File: src/include/mango_defines.svh
// widths, request-vector bits, cp0 register numbers, field positions, vector addresses
`ifndef MANGO_DEFINES_SVH
`define MANGO_DEFINES_SVH

`define MANGO_DATA_W 32
`define MANGO_ADDR_W 32
`define MANGO_EXC_W 20
`define MANGO_HWINT_W 6
`define MANGO_REG_W 5

// request vector, lower index has higher priority
`define MANGO_EXC_INTR 1
`define MANGO_EXC_I_ADEL 2
`define MANGO_EXC_I_TLBR 3
`define MANGO_EXC_I_TLBI 4
`define MANGO_EXC_I_BUSE 5
`define MANGO_EXC_CPU 6
`define MANGO_EXC_RI 7
`define MANGO_EXC_OV 8
`define MANGO_EXC_TRAP 9
`define MANGO_EXC_SYSC 10
`define MANGO_EXC_BP 11
`define MANGO_EXC_D_ADEL 12
`define MANGO_EXC_D_ADES 13
`define MANGO_EXC_D_TLBR 14
`define MANGO_EXC_D_TLBI 15
`define MANGO_EXC_D_TLBM 16
`define MANGO_EXC_D_BUSE 17
`define MANGO_EXC_ERET 18

// cp0 register numbers
`define MANGO_CP0_BADVADDR 5'd8
`define MANGO_CP0_STATUS 5'd12
`define MANGO_CP0_CAUSE 5'd13
`define MANGO_CP0_EPC 5'd14

// status fields
`define MANGO_ST_IM 15:8
`define MANGO_ST_BEV 22
`define MANGO_ST_ERL 2
`define MANGO_ST_EXL 1
`define MANGO_ST_IE 0

// cause fields
`define MANGO_CA_IP 15:8
`define MANGO_CA_IP_HW 15:10
`define MANGO_CA_IP_SW 9:8
`define MANGO_CA_EXCCODE 6:2

// exception vectors
`define MANGO_VEC_BOOT_BASE 32'hBFC0_0200
`define MANGO_VEC_NORMAL_BASE 32'h8000_0000
`define MANGO_VEC_GEN_OFS 32'h0000_0180
`define MANGO_VEC_REFILL_OFS 32'h0000_0000

`endif

File: src/hw/mango_pkg.sv
// exception type enum and its mapping to the mips excode field
`default_nettype none

package mango_pkg;

    typedef enum logic [4:0] {
        INTR  = 5'd0,
        ADEL  = 5'd1,
        ADES  = 5'd2,
        TLBR  = 5'd3,
        TLBI  = 5'd4,
        TLBM  = 5'd5,
        IBE   = 5'd6,
        DBE   = 5'd7,
        CPU   = 5'd8,
        RI    = 5'd9,
        OV    = 5'd10,
        TRAP  = 5'd11,
        SYSC  = 5'd12,
        BP    = 5'd13,
        ERET  = 5'd14,
        NOEXC = 5'd15
    } exc_type_e;

    // cause.exccode value for each type
    function automatic logic [4:0] exc_code(exc_type_e t);
        case (t)
            INTR:       return 5'd0;
            TLBM:       return 5'd1;
            TLBR, TLBI: return 5'd2;
            ADEL:       return 5'd4;
            ADES:       return 5'd5;
            IBE:        return 5'd6;
            DBE:        return 5'd7;
            SYSC:       return 5'd8;
            BP:         return 5'd9;
            RI:         return 5'd10;
            CPU:        return 5'd11;
            OV:         return 5'd12;
            TRAP:       return 5'd13;
            // eret and noexc never reach cause
            default:    return 5'd0;
        endcase
    endfunction

endpackage

`default_nettype wire

File: src/hw/cp0_regs.sv
// cp0_regs: status, cause, epc and badvaddr with mtc0 access and exception/eret updates
`timescale 1ns/10ps
`default_nettype none
`include "mango_defines.svh"

module cp0_regs (
    input  logic                       clk,
    input  logic                       rst_n,
    input  logic [`MANGO_HWINT_W-1:0]  hw_int,
    input  mango_pkg::exc_type_e       exc_type,
    input  logic [`MANGO_ADDR_W-1:0]   exc_baddr,
    input  logic [`MANGO_ADDR_W-1:0]   pc,
    input  logic                       cp0_we,
    input  logic [`MANGO_REG_W-1:0]    cp0_waddr,
    input  logic [`MANGO_DATA_W-1:0]   cp0_wdata,
    input  logic [`MANGO_REG_W-1:0]    cp0_raddr,
    output logic [`MANGO_DATA_W-1:0]   cp0_rdata,
    output logic [`MANGO_DATA_W-1:0]   cp0_status,
    output logic [`MANGO_DATA_W-1:0]   cp0_cause,
    output logic [`MANGO_ADDR_W-1:0]   cp0_epc
);

    import mango_pkg::*;

    logic [`MANGO_DATA_W-1:0] status_q;
    logic [`MANGO_DATA_W-1:0] cause_q;
    logic [`MANGO_ADDR_W-1:0] epc_q;
    logic [`MANGO_ADDR_W-1:0] badvaddr_q;
    logic                     exc_entry;
    logic                     exc_eret;
    logic                     baddr_upd;
    logic                     sw_write;

    assign exc_entry = (exc_type != NOEXC) && (exc_type != ERET);
    assign exc_eret  = (exc_type == ERET);
    // address error and tlb causes carry a bad address
    assign baddr_upd = exc_type inside {ADEL, ADES, TLBR, TLBI, TLBM};
    // any exception, eret included, blocks the software write
    assign sw_write  = cp0_we && (exc_type == NOEXC);

    always_ff @(posedge clk) begin
        if (!rst_n) begin
            status_q <= '0;
            status_q[`MANGO_ST_BEV] <= 1'b1;
            cause_q <= '0;
            epc_q <= '0;
            badvaddr_q <= '0;
        end else begin
            cause_q[`MANGO_CA_IP_HW] <= hw_int;

            if (exc_entry) begin
                status_q[`MANGO_ST_EXL] <= 1'b1;
                cause_q[`MANGO_CA_EXCCODE] <= exc_code(exc_type);
                // nested entry keeps the first return address
                if (!status_q[`MANGO_ST_EXL]) begin
                    epc_q <= pc;
                end
                if (baddr_upd) begin
                    badvaddr_q <= exc_baddr;
                end
            end else if (exc_eret) begin
                status_q[`MANGO_ST_EXL] <= 1'b0;
                status_q[`MANGO_ST_ERL] <= 1'b0;
            end else if (sw_write) begin
                case (cp0_waddr)
                    `MANGO_CP0_STATUS: begin
                        status_q[`MANGO_ST_IM]  <= cp0_wdata[`MANGO_ST_IM];
                        status_q[`MANGO_ST_BEV] <= cp0_wdata[`MANGO_ST_BEV];
                        status_q[`MANGO_ST_ERL] <= cp0_wdata[`MANGO_ST_ERL];
                        status_q[`MANGO_ST_EXL] <= cp0_wdata[`MANGO_ST_EXL];
                        status_q[`MANGO_ST_IE]  <= cp0_wdata[`MANGO_ST_IE];
                    end
                    `MANGO_CP0_CAUSE: begin
                        // only the software interrupt bits are writable
                        cause_q[`MANGO_CA_IP_SW] <= cp0_wdata[`MANGO_CA_IP_SW];
                    end
                    `MANGO_CP0_EPC: begin
                        epc_q <= cp0_wdata;
                    end
                    default: begin
                        // badvaddr and unimplemented numbers ignore writes
                    end
                endcase
            end
        end
    end

    // mfc0 read mux
    always_comb begin
        case (cp0_raddr)
            `MANGO_CP0_BADVADDR: cp0_rdata = badvaddr_q;
            `MANGO_CP0_STATUS:   cp0_rdata = status_q;
            `MANGO_CP0_CAUSE:    cp0_rdata = cause_q;
            `MANGO_CP0_EPC:      cp0_rdata = epc_q;
            default:             cp0_rdata = '0;
        endcase
    end

    assign cp0_status = status_q;
    assign cp0_cause  = cause_q;
    assign cp0_epc    = epc_q;

endmodule

`default_nettype wire

File: src/hw/exc_prioritizer.sv
// exc_prioritizer: interrupt detection, priority select of exception type, bad address select
`timescale 1ns/10ps
`default_nettype none
`include "mango_defines.svh"

module exc_prioritizer (
    input  logic                     inst_valid,
    input  logic [`MANGO_EXC_W-1:0]  excp,
    input  logic [`MANGO_DATA_W-1:0] cp0_status,
    input  logic [`MANGO_DATA_W-1:0] cp0_cause,
    input  logic [`MANGO_ADDR_W-1:0] pc,
    input  logic [`MANGO_ADDR_W-1:0] m_vaddr,
    output mango_pkg::exc_type_e     exc_type,
    output logic [`MANGO_ADDR_W-1:0] exc_baddr
);

    import mango_pkg::*;

    logic                    exc_intr;
    logic [`MANGO_EXC_W-1:0] excp_m;
    int                      win_idx;

    // pending interrupt, masked by IM and gated by IE/EXL/ERL
    assign exc_intr = (|(cp0_cause[`MANGO_CA_IP] & cp0_status[`MANGO_ST_IM]))
                      &&  cp0_status[`MANGO_ST_IE]
                      && !cp0_status[`MANGO_ST_ERL]
                      && !cp0_status[`MANGO_ST_EXL];

    // bit 1 is owned here, whatever arrives on it is replaced
    always_comb begin
        excp_m = excp;
        excp_m[`MANGO_EXC_INTR] = exc_intr;
    end

    // scan from eret down so the lowest set bit is the last hit
    always_comb begin
        win_idx = 0;
        if (inst_valid) begin
            for (int i = `MANGO_EXC_ERET; i >= `MANGO_EXC_INTR; i--) begin
                if (excp_m[i]) begin
                    win_idx = i;
                end
            end
        end
    end

    always_comb begin
        case (win_idx)
            `MANGO_EXC_INTR:   exc_type = INTR;
            `MANGO_EXC_I_ADEL: exc_type = ADEL;
            `MANGO_EXC_I_TLBR: exc_type = TLBR;
            `MANGO_EXC_I_TLBI: exc_type = TLBI;
            `MANGO_EXC_I_BUSE: exc_type = IBE;
            `MANGO_EXC_CPU:    exc_type = CPU;
            `MANGO_EXC_RI:     exc_type = RI;
            `MANGO_EXC_OV:     exc_type = OV;
            `MANGO_EXC_TRAP:   exc_type = TRAP;
            `MANGO_EXC_SYSC:   exc_type = SYSC;
            `MANGO_EXC_BP:     exc_type = BP;
            `MANGO_EXC_D_ADEL: exc_type = ADEL;
            `MANGO_EXC_D_ADES: exc_type = ADES;
            `MANGO_EXC_D_TLBR: exc_type = TLBR;
            `MANGO_EXC_D_TLBI: exc_type = TLBI;
            `MANGO_EXC_D_TLBM: exc_type = TLBM;
            `MANGO_EXC_D_BUSE: exc_type = DBE;
            `MANGO_EXC_ERET:   exc_type = ERET;
            default:           exc_type = NOEXC;
        endcase
    end

    // fetch side faults report pc, memory side faults the data address
    always_comb begin
        case (win_idx)
            `MANGO_EXC_I_ADEL, `MANGO_EXC_I_TLBR, `MANGO_EXC_I_TLBI:
                exc_baddr = pc;
            `MANGO_EXC_D_ADEL, `MANGO_EXC_D_ADES, `MANGO_EXC_D_TLBR,
            `MANGO_EXC_D_TLBI, `MANGO_EXC_D_TLBM:
                exc_baddr = m_vaddr;
            default:
                exc_baddr = '0;
        endcase
    end

endmodule

`default_nettype wire

File: src/hw/exc_redirect.sv
// exc_redirect: pipeline flush and redirect pc from exception type, status and epc
`timescale 1ns/10ps
`default_nettype none
`include "mango_defines.svh"

module exc_redirect (
    input  mango_pkg::exc_type_e     exc_type,
    input  logic [`MANGO_DATA_W-1:0] cp0_status,
    input  logic [`MANGO_ADDR_W-1:0] cp0_epc,
    output logic                     flush,
    output logic [`MANGO_ADDR_W-1:0] redirect_pc
);

    import mango_pkg::*;

    logic [`MANGO_ADDR_W-1:0] vec_base;
    logic [`MANGO_ADDR_W-1:0] vec_ofs;

    assign flush = (exc_type != NOEXC);

    // bev selects the boot rom vectors
    assign vec_base = cp0_status[`MANGO_ST_BEV] ? `MANGO_VEC_BOOT_BASE
                                                 : `MANGO_VEC_NORMAL_BASE;

    // refill vector only for a tlb refill taken outside exception level
    assign vec_ofs = ((exc_type == TLBR) && !cp0_status[`MANGO_ST_EXL])
                   ? `MANGO_VEC_REFILL_OFS
                   : `MANGO_VEC_GEN_OFS;

    always_comb begin
        case (exc_type)
            ERET:    redirect_pc = cp0_epc;
            // no target without a flush
            NOEXC:   redirect_pc = '0;
            default: redirect_pc = vec_base + vec_ofs;
        endcase
    end

endmodule

`default_nettype wire

File: src/hw/exc_unit_top.sv
// exc_unit_top: exception stage built from prioritizer, cp0 registers and redirect logic
`timescale 1ns/10ps
`default_nettype none
`include "mango_defines.svh"

module exc_unit_top (
    input  logic                      clk,
    input  logic                      rst_n,
    input  logic                      inst_valid,
    input  logic [`MANGO_EXC_W-1:0]   excp,
    input  logic [`MANGO_ADDR_W-1:0]  pc,
    input  logic [`MANGO_ADDR_W-1:0]  m_vaddr,
    input  logic [`MANGO_HWINT_W-1:0] hw_int,
    input  logic                      cp0_we,
    input  logic [`MANGO_REG_W-1:0]   cp0_waddr,
    input  logic [`MANGO_DATA_W-1:0]  cp0_wdata,
    input  logic [`MANGO_REG_W-1:0]   cp0_raddr,
    output logic [`MANGO_DATA_W-1:0]  cp0_rdata,
    output logic                      flush,
    output logic [`MANGO_ADDR_W-1:0]  redirect_pc,
    output mango_pkg::exc_type_e      exc_type
);

    logic [`MANGO_DATA_W-1:0] cp0_status;
    logic [`MANGO_DATA_W-1:0] cp0_cause;
    logic [`MANGO_ADDR_W-1:0] cp0_epc;
    logic [`MANGO_ADDR_W-1:0] exc_baddr;

    exc_prioritizer i_exc_prioritizer (
        .inst_valid (inst_valid),
        .excp       (excp),
        .cp0_status (cp0_status),
        .cp0_cause  (cp0_cause),
        .pc         (pc),
        .m_vaddr    (m_vaddr),
        .exc_type   (exc_type),
        .exc_baddr  (exc_baddr)
    );

    cp0_regs i_cp0_regs (
        .clk        (clk),
        .rst_n      (rst_n),
        .hw_int     (hw_int),
        .exc_type   (exc_type),
        .exc_baddr  (exc_baddr),
        .pc         (pc),
        .cp0_we     (cp0_we),
        .cp0_waddr  (cp0_waddr),
        .cp0_wdata  (cp0_wdata),
        .cp0_raddr  (cp0_raddr),
        .cp0_rdata  (cp0_rdata),
        .cp0_status (cp0_status),
        .cp0_cause  (cp0_cause),
        .cp0_epc    (cp0_epc)
    );

    exc_redirect i_exc_redirect (
        .exc_type    (exc_type),
        .cp0_status  (cp0_status),
        .cp0_epc     (cp0_epc),
        .flush       (flush),
        .redirect_pc (redirect_pc)
    );

endmodule

`default_nettype wire

File: config.mk
export PLATFORM = sky130hd
export DESIGN_NAME = exc_unit_top
export DESIGN_NICKNAME = d
export VERILOG_FILES = /design/src/hw/mango_pkg.sv /design/src/hw/cp0_regs.sv /design/src/hw/exc_prioritizer.sv /design/src/hw/exc_redirect.sv /design/src/hw/exc_unit_top.sv
export VERILOG_INCLUDE_DIRS = /design/src /design/src/include
export SDC_FILE = /design/constraint.sdc
export NUM_CORES = 1
export LEC_CHECK = 0
export ABC_AREA = 1
export ABC_CLOCK_PERIOD_IN_PS = 3650
export BUFFER_PORTS_ARGS = -buffer_cell sky130_fd_sc_hd__buf_2
export CORE_MARGIN = 2
export CORE_UTILIZATION = 51
export DETAILED_ROUTE_END_ITERATION = 6
export PLACE_DENSITY = 0.85
export SLEW_MARGIN = 15
export SYNTH_ARGS = -nofsm -noshare
export SYNTH_HDL_FRONTEND = slang
export SYNTH_SLANG_ARGS = --single-unit
File: constraint.sdc
create_clock -name clk -period 3.65 [get_ports clk]
set_input_delay 0.365 -clock clk [delete_from_list [all_inputs] [get_ports clk]]
set_output_delay 0.365 -clock clk [all_outputs]
set_load 0.05 [all_outputs]
==> After elaboration in Yosys (flattened, before gate mapping) <==
Memory sizes are Yosys's and may differ from the RTL's. A register that Yosys moved wholly into a read port is not among the register bits.
Index checks and enable logic that the tools add are counted.
{ "word_totals": {"reg_bits": 89, "elab_cells": 101, "inputBits": 136, "out_inout_bits": 70, "memories": 2, "romBits": 192} }
{ "memory_table": {"columns": ["name", "words", "word_bits", "rd", "rd_clocked_by_memory_dff", "write_ports", "line", "source"], "rows": [
  ["(name not given)", 32, 4, 1, 0, 0, "exc_prioritizer.sv:48", "case (win_idx)"],
  ["(name not given)", 16, 4, 1, 1, 0, "mango_pkg.sv:27", "case (t)"]
]} }
{ "classes": {"n_eq_ne": 26, "bitwise_logic": 3, "n_mux": 35, "reduce_logical": 26, "add_sub_neg": 1} }
{ "op_table": {"columns": ["operator", "count"], "rows": [
  ["two-way mux 32 bit", 6],
  ["== test 32 x 4 -> 1 bit (second input constant)", 4],
  ["case mux 32 bit (2 select lines)", 2],
  ["case mux 32 bit (4 select lines)", 1],
  ["two-way mux 5 bit", 20],
  ["== test 32 x 2 -> 1 bit (second input constant)", 2],
  ["== test 5 x 4 -> 1 bit (second input constant)", 9],
  ["adder 32 bit", 1],
  ["== test 32 x 3 -> 1 bit (second input constant)", 1],
  ["== test 32 x 5 -> 1 bit (second input constant)", 1],
  ["two-way mux 30 bit", 1],
  ["logical NOT 27 bit", 1],
  ["AND reduction 4 bit", 3],
  ["== test 5 x 2 -> 1 bit (second input constant)", 2],
  ["== test 5 x 3 -> 1 bit (second input constant)", 2],
  ["inequality test 5 x 4 -> 1 bit (second input constant)", 2],
  ["two-way mux 9 bit", 1],
  ["AND 8 bit", 1],
  ["nonzero test 2 bit", 4],
  ["OR reduction 8 bit", 1],
  ["logical AND 1 bit", 6],
  ["two-way mux 3 bit", 2],
  ["nonzero test 3 bit", 2],
  ["== test 5 x 1 -> 1 bit (second input constant)", 1],
  ["11 further kinds", 15]
]} }

==> Depth between registers and ports, before layout <==
Gate-level depths: netlist of run 1.
{ "logic_depth": {"ltp_word": 26, "ltp_mapped": 32, "depth_no_buf": 31} }

==> Modules after synthesis <==
Synthesis of run 1 repeated with hierarchy kept, for this count alone.
{ "unflattened": {"cells_unflattened": 1153, "hier_area_um2": 6706.4} }
{ "modules_own_cells": {"columns": ["module", "cells_each", "n_inst", "seq_area_each_um2", "area_each_um2"], "rows": [
  ["cp0_regs", 842, 1, 1761.7, 5231.3],
  ["exc_prioritizer", 225, 1, 0.0, 1108.6],
  ["exc_redirect", 86, 1, 0.0, 366.6]
]} }

==> Worst setup path before layout of run 1 <==
No wires, ideal clock.
{ "synth_path": {"path_kind": "in2out", "start": "in excp[16]", "end": "out redirect_pc[22]", "cell_stages": 26, "n_path_buf": 1, "arrival_time_ps": 4345, "t_required_ps": 3285, "slack_ps": -1060, "cell_sequence": "inv_1 nand2_1 nand2_1 nand2_1 nand2_1 nand2_1 nand2_1 nand2_1 nand2_1 nand2_1 nand2_1 nand2_1 nand2_1 nand2_1 nand2_1 nand2_1 nand2_1 nand2_1 ha_1 o21ai_0 nor3b_1 nor2_1 ha_1 nand2_4 clkbuf_1 o21ai_0"} }
{ "synth_via": {"elab_chain_len": 24, "elab_cells_between_ends": 26, "cone_classes": "add/sub: 1; eq/ne: 3; mux: 20; reduce/logical: 1; memory: 1"} }
{ "synth_rtl": {"columns": ["element", "line", "source"], "rows": [
  ["from (decl)", "exc_unit_top.sv:10", "input logic [`MANGO_EXC_W-1:0] excp,"],
  ["two-way mux 5 bit (*) (16 in series)", "exc_prioritizer.sv:40", "if (excp_m[i]) begin"],
  ["two-way mux 32 bit (*)", "exc_prioritizer.sv:38", "if (inst_valid) begin"],
  ["memory read (32 x 4 bit) (*)", null, null],
  ["two-way mux 5 bit (*)", "exc_prioritizer.sv:48", null],
  ["net exc_type[1]", "exc_unit_top.sv:21", "output mango_pkg::exc_type_e exc_type"],
  ["== test 5 x 2 -> 1 bit", "exc_redirect.sv:26", "assign vec_ofs = ((exc_type == TLBR) && !cp0_status[`MANGO_ST_EXL])"],
  ["logical AND 1 bit", "exc_redirect.sv:26", null],
  ["two-way mux 9 bit (no source line)", null, null],
  ["adder 32 bit", "exc_redirect.sv:35", "default: redirect_pc = vec_base + vec_ofs;"],
  ["case mux 32 bit (2 select lines) (*)", "exc_redirect.sv:31", "case (exc_type)"],
  ["to (decl)", "exc_unit_top.sv:20", "output logic [`MANGO_ADDR_W-1:0] redirect_pc,"]
]} }
The timed path passes the listed nets; every way through them passes the cells marked *.

==> Worst setup path after layout of run 1 <==
{ "layout_path": {"start": "reg i_cp0_regs.status_q[13], in the netlist i_cp0_regs.cp0_status[13]", "end": "out redirect_pc[24]"} }
{ "layout_via": {"elab_chain_len": 14, "elab_cells_between_ends": 16, "cone_classes": "add/sub: 1; eq/ne: 3; mux: 5; bitwise: 1; reduce/logical: 5; memory: 1"} }
{ "layout_rtl": {"columns": ["element", "line", "source"], "rows": [
  ["from (decl)", "cp0_regs.sv:25", "logic [`MANGO_DATA_W-1:0] status_q;"],
  ["from (signal, indexed assignment)", "cp0_regs.sv:67", "status_q[`MANGO_ST_IM] <= cp0_wdata[`MANGO_ST_IM];"],
  ["from (signal, indexed assignment)", "cp0_regs.sv:68", "status_q[`MANGO_ST_BEV] <= cp0_wdata[`MANGO_ST_BEV];"],
  ["from (signal, indexed assignment)", "cp0_regs.sv:69", "status_q[`MANGO_ST_ERL] <= cp0_wdata[`MANGO_ST_ERL];"],
  ["AND 8 bit (*)", "exc_prioritizer.sv:24", "assign exc_intr = (|(cp0_cause[`MANGO_CA_IP] & cp0_status[`MANGO_ST_IM]))"],
  ["OR reduction 8 bit (*)", "exc_prioritizer.sv:24", null],
  ["logical AND 1 bit (*) (3 in series)", "exc_prioritizer.sv:24", null],
  ["two-way mux 5 bit (*)", "exc_prioritizer.sv:40", null],
  ["two-way mux 32 bit (*)", "exc_prioritizer.sv:38", null],
  ["memory read (32 x 4 bit) (*)", null, null],
  ["two-way mux 5 bit (*)", "exc_prioritizer.sv:48", null],
  ["== test 5 x 2 -> 1 bit", "exc_redirect.sv:26", null],
  ["logical AND 1 bit", "exc_redirect.sv:26", null],
  ["two-way mux 9 bit (no source line)", null, null],
  ["adder 32 bit", "exc_redirect.sv:35", null],
  ["case mux 32 bit (2 select lines) (*)", "exc_redirect.sv:31", null]
]} }
Mark *: on every way between the ends. The rest lies on a longest branch, timed or not.

==> results of run 1 <==
## cell usage after synthesis, drive strengths merged
cell     number  area, um2
dfxtp        88       1760
nand3        94        498
clkbuf       35        131
a21oi        38        190
a221oi        8       82.6
nor3b         2       15.0
ha            8        100
clkinv        2       12.5
inv         110        413
o22ai        17        106
o2111ai       3       26.3
nor4          3       33.8
or2           1       6.26
o21ai        70        365
a31oi         1       6.26
nand2       308       1190
o21a          1       7.51
o311ai        1       16.3
nor2        164        652
buf          24        186
nand4         7       58.8
nor3          3       15.0
o221ai        6       52.6
o211ai        3       27.5
conb          1       3.75
## worst max path at each step
| stage | start | endpoint | depth (start not counted) |
|---|---|---|---|
| after floorplan | excp[16] | redirect_pc[22] | 26 |
| final | i_cp0_regs.cp0_status[13] | redirect_pc[24] | 22 |
| after global routing | i_cp0_regs.cp0_status[13] | redirect_pc[9] | 22 |
| after detailed placement | excp[16] | redirect_pc[29] | 31 |
| after global placement | excp[16] | redirect_pc[22] | 31 |
| after CTS | i_cp0_regs.cp0_status[13] | redirect_pc[29] | 17 |
## worst reg2reg max path, stage by stage, from the launching register on
cell and delay, ps:
dfxtp_2 340, nand2_2 80, nand2_2 60, a221oi_2 210, nand2_1 150, nand2_2 150, buf_6 140, inv_2 40
nor2_4 210, inv_4 90, nand2_4 110, nand2_1 50, inv_1 50, nand2_1 60, nand3_2 90, nand2_2 100
buf_4 150, ha_4 170, o21ai_4 170, buf_6 140, buf_4 210, inv_2 90, buf_12 160, nand2_1 70
nand2_1 70, nor2_1 120, nor2_1 70
## per-stage QoR
| stage | worst slack (ps) | instance area, um2 | total power, mW | hold WS, ps | utilization |
|---|---|---|---|---|---|
| floorplan | -39.8 | 6070 | 1.81 | 444 | - |
| global placement | -38.9 | 7370 | 2.07 | 454 | 0.646 |
| detailed placement | -113 | 7370 | 2.09 | 456 | 0.646 |
| CTS | 8.94 | 7800 | 3.07 | 204 | 0.683 |
| global route | -111 | 8170 | 3.30 | 219 | 0.715 |
| finish | -3.76 | 8170 | 3.12 | 214 | 0.715 |
## per-layer routing
metal | part of all wire | vias to the layer above | GRT usage
met5 | 0 | - | 0
met4 | 0.025 | 0 | 0.103
met3 | 0.087 | 50 | 0.0470
met2 | 0.48 | 352 | 0.506
met1 | 0.41 | 3265 | 0.390
li1 | - | 3593 | -
## final cells by class
class                   count  area, um2  area share
clock inverters             6       72.6     0.00888
clock buffers              10        239      0.0293
flip-flops and latches     88       1770       0.216
repair buffers            256       1700       0.208
well taps                 143        179      0.0219
inverters                 112        428      0.0524
multi-input cells         739       3780       0.463
## kinds of logic (layout without fill, tap and decap cells)
| family | count (synthesis) | in the layout | synth area share |
|---|---|---|---|
| and+or+nand+nor | 582 | 582 | 0.415 |
| buffers and inverters | 171 | 384 | 0.125 |
| AOI/OAI and AO/OA | 148 | 148 | 0.148 |
| DFF | 88 | 88 | 0.295 |
| adders and majority gates | 8 | 8 | 0.0168 |
| other | 1 | 1 | 0.000629 |
## cell usage in the layout (no fill, tap or decap), types with 10 or more instances in the layout
cell type / Yosys / routed
a21oi_1: 38 / 38
buf_12: 0 / 10
buf_2: 5 / 171
buf_4: 10 / 52
buf_6: 7 / 13
clkbuf_16: 0 / 10
dfxtp_1: 88 / 84
inv_1: 106 / 102
nand2_1: 299 / 292
nand3_1: 90 / 86
nor2_1: 159 / 137
nor2_2: 2 / 21
o21ai_0: 57 / 44
o21ai_1: 11 / 10
o21ai_2: 1 / 10
o22ai_1: 17 / 17
## timing repair
item	CTS	global route
setup buffers	0	19
gates resized for setup	40	50
pin swaps	0	24
cloned	0	1
endpoints found under the setup margin	31	51
## power breakdown
group | switching, mW | total, mW | leakage, nW | internal (mW)
combinational | 0.664 | 1.05 | 3.43 | 0.383
sequential | 0.0326 | 1.11 | 0.728 | 1.08
clock | 0.409 | 0.968 | 0.150 | 0.559
total | 1.11 | 3.12 | 4.31 | 2.02
## flip-flops by register name (all words and copies together) (netlist names)
signal and cells:
i_cp0_regs.cp0_epc 32, i_cp0_regs.cp0_status 12, i_cp0_regs.cp0_cause 12, i_cp0_regs.badvaddr_q 32
==> results.ini, run 1 <==
[drt]
drt_iter0_markers = 656
first_pass_iters = 6
routed_wl_mm = 20.1
ant_nets = 0
viasPerCell = 5.36
route.detailed.wl_per_inst_um = 14.9
drc = 0
vias = 7260

[timing]
fin_crit_sh = 1.00
setup_ws_ps = -3.76
finalCriticalPeriod_ps = 3650
worstMarginPinSlew_ps = 1170
setup-violations-final = 2
maxSlewViolCount = 0
slew_headroom = 0.216
hold_violations = 0
tns_ps = -4.19
skew_ps = 10.8
rsz0062_at_grt = true
max_freq_mhz = 274

[critical_path]
r2r_cells = 26
r2r_start = i_cp0_regs.cp0_status[13]
critical_path_class = reg2out
critPathMostFrequentCell = nand2_2
critPathBufInv = 8
crit_arrival_ps = 3290
cpMaxStageDelayCell = dfxtp_2
crit_chain = nand2_2 > nand2_2 > a221oi_2 > nand2_1 > nand2_2 > buf_6 > inv_2 > nor2_4 > inv_4 > nand2_4 > nand2_1 > inv_1 > nand2_1 > nand3_2 > nand2_2 > inv_2 > ha_4 > buf_6 > nand2_8 > buf_12 > o21ai_4 > buf_8
cp_data_required_time_ps = 3280
start_kind = flip-flop
end_kind = primary output
r2r_end = i_cp0_regs.cp0_epc[24]
r2r_slack_ps = 210
cp_max_fo = 8
slowest_delay_ps = 340
crit_family = simple AND/OR/NAND/NOR gates

[run]
maxCapViolations = 0

[floorplan]
die-area_mm2 = 0.0126
design.core.area_mm2 = 0.0114
die_h_um = 112
start_util = 0.522
rows = 39
dieWidth_um = 112
num_io_pins = 206

[grt]
antenna_found_initial = 0
grt_max_degree = 57
grt_pass1_wl_mm = 31.3
grt.overflow.total = 0
grt_pass1_vias = 6641
gr-usage-all-layers = 0.299

[logic_synthesis]
yosys_warnings = 0
synth_area_mm2 = 0.00596
syn_avg_cell_area_um2 = 5.97
synth.yosys.seq_area_share = 0.295
ys_types = 44
ys_seq_elements = 88
synth_nets = 1142
synthCells = 998

[cts]
cts_root_buf = clkbuf_16
cts_buffer_depth = 2
numCtsBuffers = 9
ctsHoldBuffers = 0
cts_tree = yes
clkLatencyLatePin_ps = 330
clkSinkCount = 88
clk_pin_slew_ps = 70
h-tree-depth = 3

[run_status]
status = finished, violations left
violations = negative setup slack

[hold_path]
holdCritStartpoint = hw_int[3]
min_to = i_cp0_regs.cp0_cause[13]
holdCritPathClass = in2reg
min_path_cells = 3

[cells_and_area]
antennaDiodeCount = 0
drive_above_1_share = 0.300
area_growth_pct = 37.0
fillCellCount = 965
final_nets = 1350
final_cells = 1354

[power]
irDropWorstVdd_v = 0.000242
leakagePower_nw = 4.31
cellPowerDensity_mw_per_mm2 = 382

[placed_design]
dpl.hpwl_mm = 13.6
dp.cells = 1319
port_buffers = 201
place.gp.congestion = 0.893

(Power assumes the default switching activity.)
==> run 2, diff against run 1 <==
--- a/config.mk
+++ b/config.mk
@@ -13,6 +13,7 @@
 export CORE_UTILIZATION = 51
 export DETAILED_ROUTE_END_ITERATION = 6
 export PLACE_DENSITY = 0.85
+export REMOVE_ABC_BUFFERS = 1
 export SLEW_MARGIN = 15
 export SYNTH_ARGS = -nofsm -noshare
 export SYNTH_HDL_FRONTEND = slang
==> run 2 against run 1 <==
  * The flow now finishes without violations
  * Die area unchanged
  * Count of clock-buffer cells in the layout stayed put
  * Sequential share of layout area rose by 0.59 points
  * Final cell count decreased by 0.59%
  * Sequential power hardly changed
  * Via count shrank 0.17%
  * Clock skew down 1.7 ps
  * Combinational power about the same
  * Highest routed layer is now met5
==> results.ini, run 2 (synthesis gave the netlist of run 1 again) <==
[drt]
route.detailed.wl_per_inst_um = 15.0  ; +0.68%
ant_nets = 0  ; unchanged
drc = 0  ; unchanged
vias = 7248  ; -0.17%
viasPerCell = 5.38  ; +0.43%
drt_iter0_markers = 560  ; -15%
first_pass_iters = 6  ; unchanged
routed_wl_mm = 20.2  ; about the same

[timing]
maxSlewViolCount = 0  ; unchanged
setup_ws_ps = 72.2  ; +76.0 ps
skew_ps = 9.14  ; -1.67 ps
worstMarginPinSlew_ps = 1220  ; +44.6 ps
setup-violations-final = 0  ; -2
slew_headroom = 0.186  ; -0.0298
finalCriticalPeriod_ps = 3580  ; -76.0 ps
max_freq_mhz = 280  ; +2.1%
rsz0062_at_grt = true
hold_violations = 0  ; unchanged
fin_crit_sh = 0.980  ; -0.0208

[critical_path]
crit_family = simple AND/OR/NAND/NOR gates
cp_data_required_time_ps = 3280  ; about the same
crit_chain = nand2_1 > nand2_1 > a221oi_2 > nand2_1 > nand2_2 > buf_6 > inv_2 > nor2_4 > inv_2 > nand2_4 > nand2_1 > inv_1 > nand2_1 > nand3_2 > nand2_2 > buf_4 > ha_4 > o21ai_4 > buf_6 > nand2_8 > o21ai_4 > buf_6
r2r_cells = 22  ; -15%
r2r_end = i_cp0_regs.badvaddr_q[20]
slowest_delay_ps = 330  ; about the same
end_kind = primary output
cp_max_fo = 5  ; -3
crit_arrival_ps = 3210  ; -80 ps
critical_path_class = reg2out
critPathMostFrequentCell = nand2_1
r2r_start = i_cp0_regs.cp0_cause[9]
critPathBufInv = 7  ; -1
start_kind = flip-flop
cpMaxStageDelayCell = dfxtp_1
r2r_slack_ps = 170  ; -40 ps

[cells_and_area]
final_cells = 1346  ; -0.59%
layout_commonest_cell = nand2_1
drive_above_1_share = 0.277  ; -0.0229
multi_input_area_mm2 = 0.00372  ; -1.8%
final_nets = 1342  ; -0.59%
fillCellCount = 1046  ; +8.4%
seq_area_mm2 = 0.00176  ; -0.14%
area_growth_pct = 33.2
layout_common_cells = nand2_1, buf_2, nor2_1, inv_1
antennaDiodeCount = 0  ; unchanged

[placed_design]
dpl.hpwl_mm = 12.9  ; -5.1%
place_ws_ps = -58.2  ; +55.1 ps
dp.cells = 1315  ; -0.30%
place.gp.congestion = 0.871  ; -2.5%
port_buffers = 201  ; unchanged

[floorplan]
design.core.area_mm2 = 0.0114  ; unchanged
start_util = 0.522  ; unchanged
die-area_mm2 = 0.0126  ; unchanged
rows = 39  ; unchanged
num_io_pins = 206  ; unchanged
die_h_um = 112  ; unchanged
dieWidth_um = 112  ; unchanged

[grt]
grt_pass1_wl_mm = 30.2  ; -3.4%
grt_pass1_vias = 6460  ; -2.7%
antenna_found_initial = 2  ; +2
gr-usage-all-layers = 0.291  ; -0.00796
grt.overflow.total = 0  ; unchanged
grt_max_degree = 65  ; +14%

[hold_path]
min_path_cells = 3  ; unchanged
holdCritPathClass = in2reg
holdCritStartpoint = hw_int[1]
min_to = i_cp0_regs.cp0_cause[11]

[cts]
clkSinkCount = 88  ; unchanged
clkLatencyLatePin_ps = 340  ; about the same
clk_pin_slew_ps = 60  ; about the same
cts_root_buf = clkbuf_16
numCtsBuffers = 9  ; unchanged
cts_tree = yes
h-tree-depth = 3  ; unchanged
cts_buffer_depth = 2  ; unchanged

[run]
maxCapViolations = 0  ; unchanged

[power]
irDropWorstVdd_v = 0.000219  ; -9.5%
leakagePower_nw = 4.26  ; -1.2%
cellPowerDensity_mw_per_mm2 = 388  ; +1.6%

[run_status]
status = finished clean

-- run 2: cell types whose count changed in the layout (fill, tap and decap cells not counted), moves of 2 or more --
| cell | previous run | this run |
|---|---|---|
| buf_12 | 10 | 5 |
| buf_2 | 171 | 182 |
| buf_4 | 52 | 36 |
| clkinvlp_4 | 1 | 3 |
| dfxtp_1 | 84 | 86 |
| dfxtp_2 | 4 | 2 |
| inv_6 | 3 | 1 |
| nand2_4 | 5 | 7 |
| nand3_2 | 5 | 7 |
| nand3_4 | 3 | 1 |
| nor2_1 | 137 | 157 |
| nor2_2 | 21 | 3 |
| nor2_4 | 5 | 3 |
| o21ai_2 | 10 | 8 |
-- run 2: per-layer routing --
metal / part of all wire / global-route usage / vias to the layer above
li1: - / - / 3574
met1: 0.40 / 0.374 / 3246
met4: 0.025 / 0.103 / 2
met3: 0.089 / 0.0437 / 52
met5: 0.00065 / 0 / -
met2: 0.48 / 0.500 / 374
-- run 2: tightest hold or removal path, cell delays in order --
cell and delay (ps):
buf_2 80, nand2_1 40, inv_1 40
-- run 2: through the flow --
stage / TNS [ps] / instance area [um2] / power, mW / hold slack (ps) / util
finish: 0 / 7940 / 3.08 / 212 / 0.695
global route: -2590 / 7940 / 3.25 / 222 / 0.695
global placement: 0 / 7180 / 2.03 / 454 / 0.629
detailed placement: -87.2 / 7180 / 2.05 / 456 / 0.629
floorplan: -154720 / 5640 / 1.74 / 445 / -
CTS: 0 / 7510 / 2.99 / 208 / 0.658
-- run 2: what timing repair did --
| item | in CTS | in global routing |
|---|---|---|
| endpoints found under the setup margin | 11 | 64 |
| gates cloned | 0 | 3 |
| hold buffers | 0 | 0 |
| buffers inserted | 0 | 12 |
| pin swaps | 1 | 26 |
| gates resized for setup | 14 | 87 |
-- run 2: worst max path at each step --
stage | start | to | slack (ps) | depth (start not counted)
after global routing | i_cp0_regs.cp0_status[13] | redirect_pc[23] | -120 | 22
final | i_cp0_regs.cp0_cause[9] | redirect_pc[23] | 70 | 22
after CTS | i_cp0_regs.cp0_status[12] | redirect_pc[9] | 5 | 21
after floorplan | excp[16] | i_cp0_regs.badvaddr_q[0] | -2110 | 27
after global placement | excp[16] | redirect_pc[7] | 0.2 | 30
after detailed placement | excp[16] | redirect_pc[7] | -60 | 29
-- run 2: cell type report --
| type | count | share of cell area |
|---|---|---|
| multi-input cells | 740 | 0.468 |
| inverters | 112 | 0.0542 |
| well taps | 143 | 0.0225 |
| repair buffers | 247 | 0.195 |
| flip-flops and latches | 88 | 0.222 |
| clock inverters | 6 | 0.00835 |
| clock buffers | 10 | 0.0301 |
-- run 2: report_power, final --
part / switching [mW] / internal (mW)
registers: 0.0359 / 1.08
clock network: 0.394 / 0.550
logic: 0.650 / 0.378
==> run 3, diff against run 2 <==
--- a/config.mk
+++ b/config.mk
@@ -9,6 +9,7 @@
 export ABC_AREA = 1
 export ABC_CLOCK_PERIOD_IN_PS = 3650
 export BUFFER_PORTS_ARGS = -buffer_cell sky130_fd_sc_hd__buf_2
+export CORE_ASPECT_RATIO = 0.8
 export CORE_MARGIN = 2
 export CORE_UTILIZATION = 51
 export DETAILED_ROUTE_END_ITERATION = 6
==> constraint.sdc (replaced) <==
create_clock -name clk -period 3.65 [get_ports clk]
set_input_delay 0 -clock clk [delete_from_list [all_inputs] [get_ports clk]]
set_output_delay 0 -clock clk [all_outputs]
set_load 0.05 [all_outputs]
==> run 3 against run 2 <==
  * The run now ends with design-rule violations left
  * Count of clock-buffer cells in the layout is the same
  * Maximum frequency grew 4.1%
  * Hold slack lost 210 ps
  * Cell area grew 0.93%
  * Sequential power is essentially flat
  * Worst setup slack gained 140 ps
  * Critical path depth shrank 4
  * Die area is essentially flat
  * Sequential share of layout area shrank 0.24 points
==> results.ini, run 3 (synthesis gave the netlist of run 1 again) <==
[power]
p_int_mw = 1.92  ; -4.5%
p_comb_frac = 0.337  ; +0.004
sw_frac_of_total = 0.356  ; +0.00651
irDropWorstVdd_v = 0.000244  ; +12%
leakagePower_nw = 4.31  ; +1.2%
power_mw = 2.98  ; -3.5%
pwr-share-clk = 0.290  ; -0.016
power.switching_mw = 1.06  ; -1.7%
seqPwrFrac = 0.373  ; +0.012
cellPowerDensity_mw_per_mm2 = 371  ; -4.4%

[cells_and_area]
multi_input_area_mm2 = 0.00354  ; -4.7%
antennaDiodeCount = 0  ; unchanged
layout_common_cells = nand2_1, buf_2, nor2_1, inv_1, nand3_1
area_growth_pct = 34.4
fillCellCount = 1010  ; -3.4%
seq_area_mm2 = 0.00176  ; -0.14%
drive_above_1_share = 0.229  ; -0.0478
fin_area_mm2 = 0.00802  ; +0.93%
layout_commonest_cell = nand2_1
fin_util = 0.699  ; +0.00310
final_nets = 1375  ; +2.5%

[grt]
grt_max_degree = 57  ; -12%
grt_pass1_wl_mm = 31.9  ; +5.5%
grt_pass1_vias = 6718  ; +4.0%
gr-usage-all-layers = 0.308  ; +0.0170
grt.overflow.total = 0  ; unchanged
antenna_found_initial = 0  ; -2

[cts]
cts_buffer_depth = 2  ; unchanged
cts_root_buf = clkbuf_16
clk_pin_slew_ps = 70  ; about the same
clkSinkCount = 88  ; unchanged
clkLatencyLatePin_ps = 340  ; about the same
h-tree-depth = 3  ; unchanged
numCtsBuffers = 9  ; unchanged
cts_tree = yes

[placed_design]
port_buffers = 201  ; unchanged
place_ws_ps = 236  ; +294 ps
place.gp.congestion = 0.929  ; +6.7%
dpl.hpwl_mm = 13.3  ; +2.7%
place_area_mm2 = 0.00710  ; -1.0%

[drt]
vias = 7374  ; +1.7%
ant_nets = 0  ; unchanged
route.detailed.wl_per_inst_um = 14.6  ; -2.5%
drc = 1  ; +1
drt_iter0_markers = 673  ; +20%
first_pass_iters = 7  ; +1
viasPerCell = 5.33  ; -1.1%
routed_wl_mm = 20.2  ; +0.25%

[critical_path]
r2r_start = i_cp0_regs.cp0_status[13]
start_kind = flip-flop
end_kind = primary output
critPathMostFrequentCell = nand2_1
slowest_delay_ps = 330  ; about the same
startpoint = i_cp0_regs.cp0_status[13]
cpMaxStageDelayCell = dfxtp_1
r2r_slack_ps = 240  ; +70 ps
crit_arrival_ps = 3440  ; +230 ps
cp_data_required_time_ps = 3650  ; +370 ps
crit_family = simple AND/OR/NAND/NOR gates
critPathBufInv = 3  ; -4
cp_num_cells = 18  ; -18%
critPathCapture = redirect_pc[31]
r2r_end = i_cp0_regs.badvaddr_q[15]
crit_chain = nand2_1 > nand2_1 > a221oi_2 > nand2_1 > nand2_2 > nand2_1 > nand2_1 > inv_1 > ha_1 > nand3_1 > nand2_1 > nor3b_2 > nor2_4 > ha_4 > nand2_4 > buf_4 > o21a_1 > buf_2
critical_path_class = reg2out
r2r_cells = 19  ; -14%
cp_max_fo = 20  ; +15

[timing]
tns_ps = 0  ; unchanged
setup-violations-final = 0  ; unchanged
max_freq_mhz = 291  ; +4.1%
skew_ps = 7.12  ; -2.02 ps
hold_violations = 0  ; unchanged
finalCriticalPeriod_ps = 3440  ; -141 ps
fin_crit_sh = 0.942  ; -0.0386
worstMarginPinSlew_ps = 1150  ; -71.9 ps
setup_ws_ps = 213  ; +141 ps
slew_headroom = 0.234  ; +0.0480
maxSlewViolCount = 0  ; unchanged

[floorplan]
design.core.area_mm2 = 0.0115  ; +0.48%
rows = 35  ; -10%
die_h_um = 101  ; -10%
die-area_mm2 = 0.0126  ; about the same
dieWidth_um = 125  ; +11%
num_io_pins = 206  ; unchanged
start_util = 0.520  ; -0.00251

[run_status]
status = finished, violations left
violations = design-rule violations

[hold_path]
holdCritPathClass = in2reg

[run]
maxCapViolations = 0  ; unchanged

## run 3: cell types whose count changed in the layout (fill, tap and decap cells not counted), sizes merged, moves of 2 or more
cell	delta
clkinv	+2
clkbuf	-7
dlygate4sd3	+52
buf	-11
clkinvlp	-2
## run 3: area by class of cell
| cell class | count | area share |
|---|---|---|
| flip-flops and latches | 88 | 0.220 |
| well taps | 148 | 0.0231 |
| inverters | 112 | 0.0531 |
| clock buffers | 10 | 0.0286 |
| clock inverters | 6 | 0.00546 |
| repair buffers | 281 | 0.228 |
| multi-input cells | 739 | 0.442 |
## run 3: power groups by stage
stage	Sequential [mW]	Clock, mW	Combinational [mW]
6_report	1.11	0.863	1.00
5_1_grt	1.12	0.916	1.11
4_1_cts	1.11	0.876	0.963
3_5_place_dp	1.13	0	0.908
3_3_place_gp	1.13	0	0.892
2_1_floorplan	1.12	0	0.617
## run 3: worst min-delay path by stage
| stage | startpoint | depth (start not counted) | to | slack (ps) |
|---|---|---|---|---|
| after floorplan | rst_n | 1 | i_cp0_regs.cp0_status[22] | 80 |
| after global placement | hw_int[3] | 3 | i_cp0_regs.cp0_cause[13] | 190 |
| after detailed placement | hw_int[4] | 3 | i_cp0_regs.cp0_cause[14] | 200 |
| after CTS | pc[24] | 5 | i_cp0_regs.cp0_epc[24] | 1 |
| after global routing | cp0_wdata[23] | 5 | i_cp0_regs.cp0_epc[23] | 10 |
| final | cp0_wdata[23] | 5 | i_cp0_regs.cp0_epc[23] | 4 |
## run 3: layer usage
| layer | GRT usage | up-vias | part of all wire |
|---|---|---|---|
| met5 | 0 | - | 0 |
| met4 | 0.0932 | 0 | 0.019 |
| met3 | 0.0637 | 42 | 0.10 |
| met2 | 0.518 | 406 | 0.46 |
| met1 | 0.403 | 3285 | 0.42 |
| li1 | - | 3641 | - |
## run 3: timing repair
item                                    4_1_cts  5_1_grt
gates resized for setup                       8       16
cloned                                        0        1
endpoints found under the setup margin       10      106
buffers inserted                              0        3
hold buffers                                 52        0
hold endpoints to repair                     45        0
pin swaps                                     0        2
## run 3: metrics by stage
| stage | std cells | hold WS [ps] |
|---|---|---|
| after floorplan | 939 | 84.1 |
| after global placement | 1312 | 192 |
| after detailed placement | 1312 | 198 |
| after CTS | 1380 | 1.32 |
| after global routing | 1384 | 13.4 |
| final | 1384 | 3.81 |
## run 3: worst reg2reg max path: cells and delay by family, from the launching register on
family          cells  cell delay (ps)
flops               1              330
simple gates       11             1210
fa+ha+maj           2              570
buf+inv             3              470
compound gates      3              730
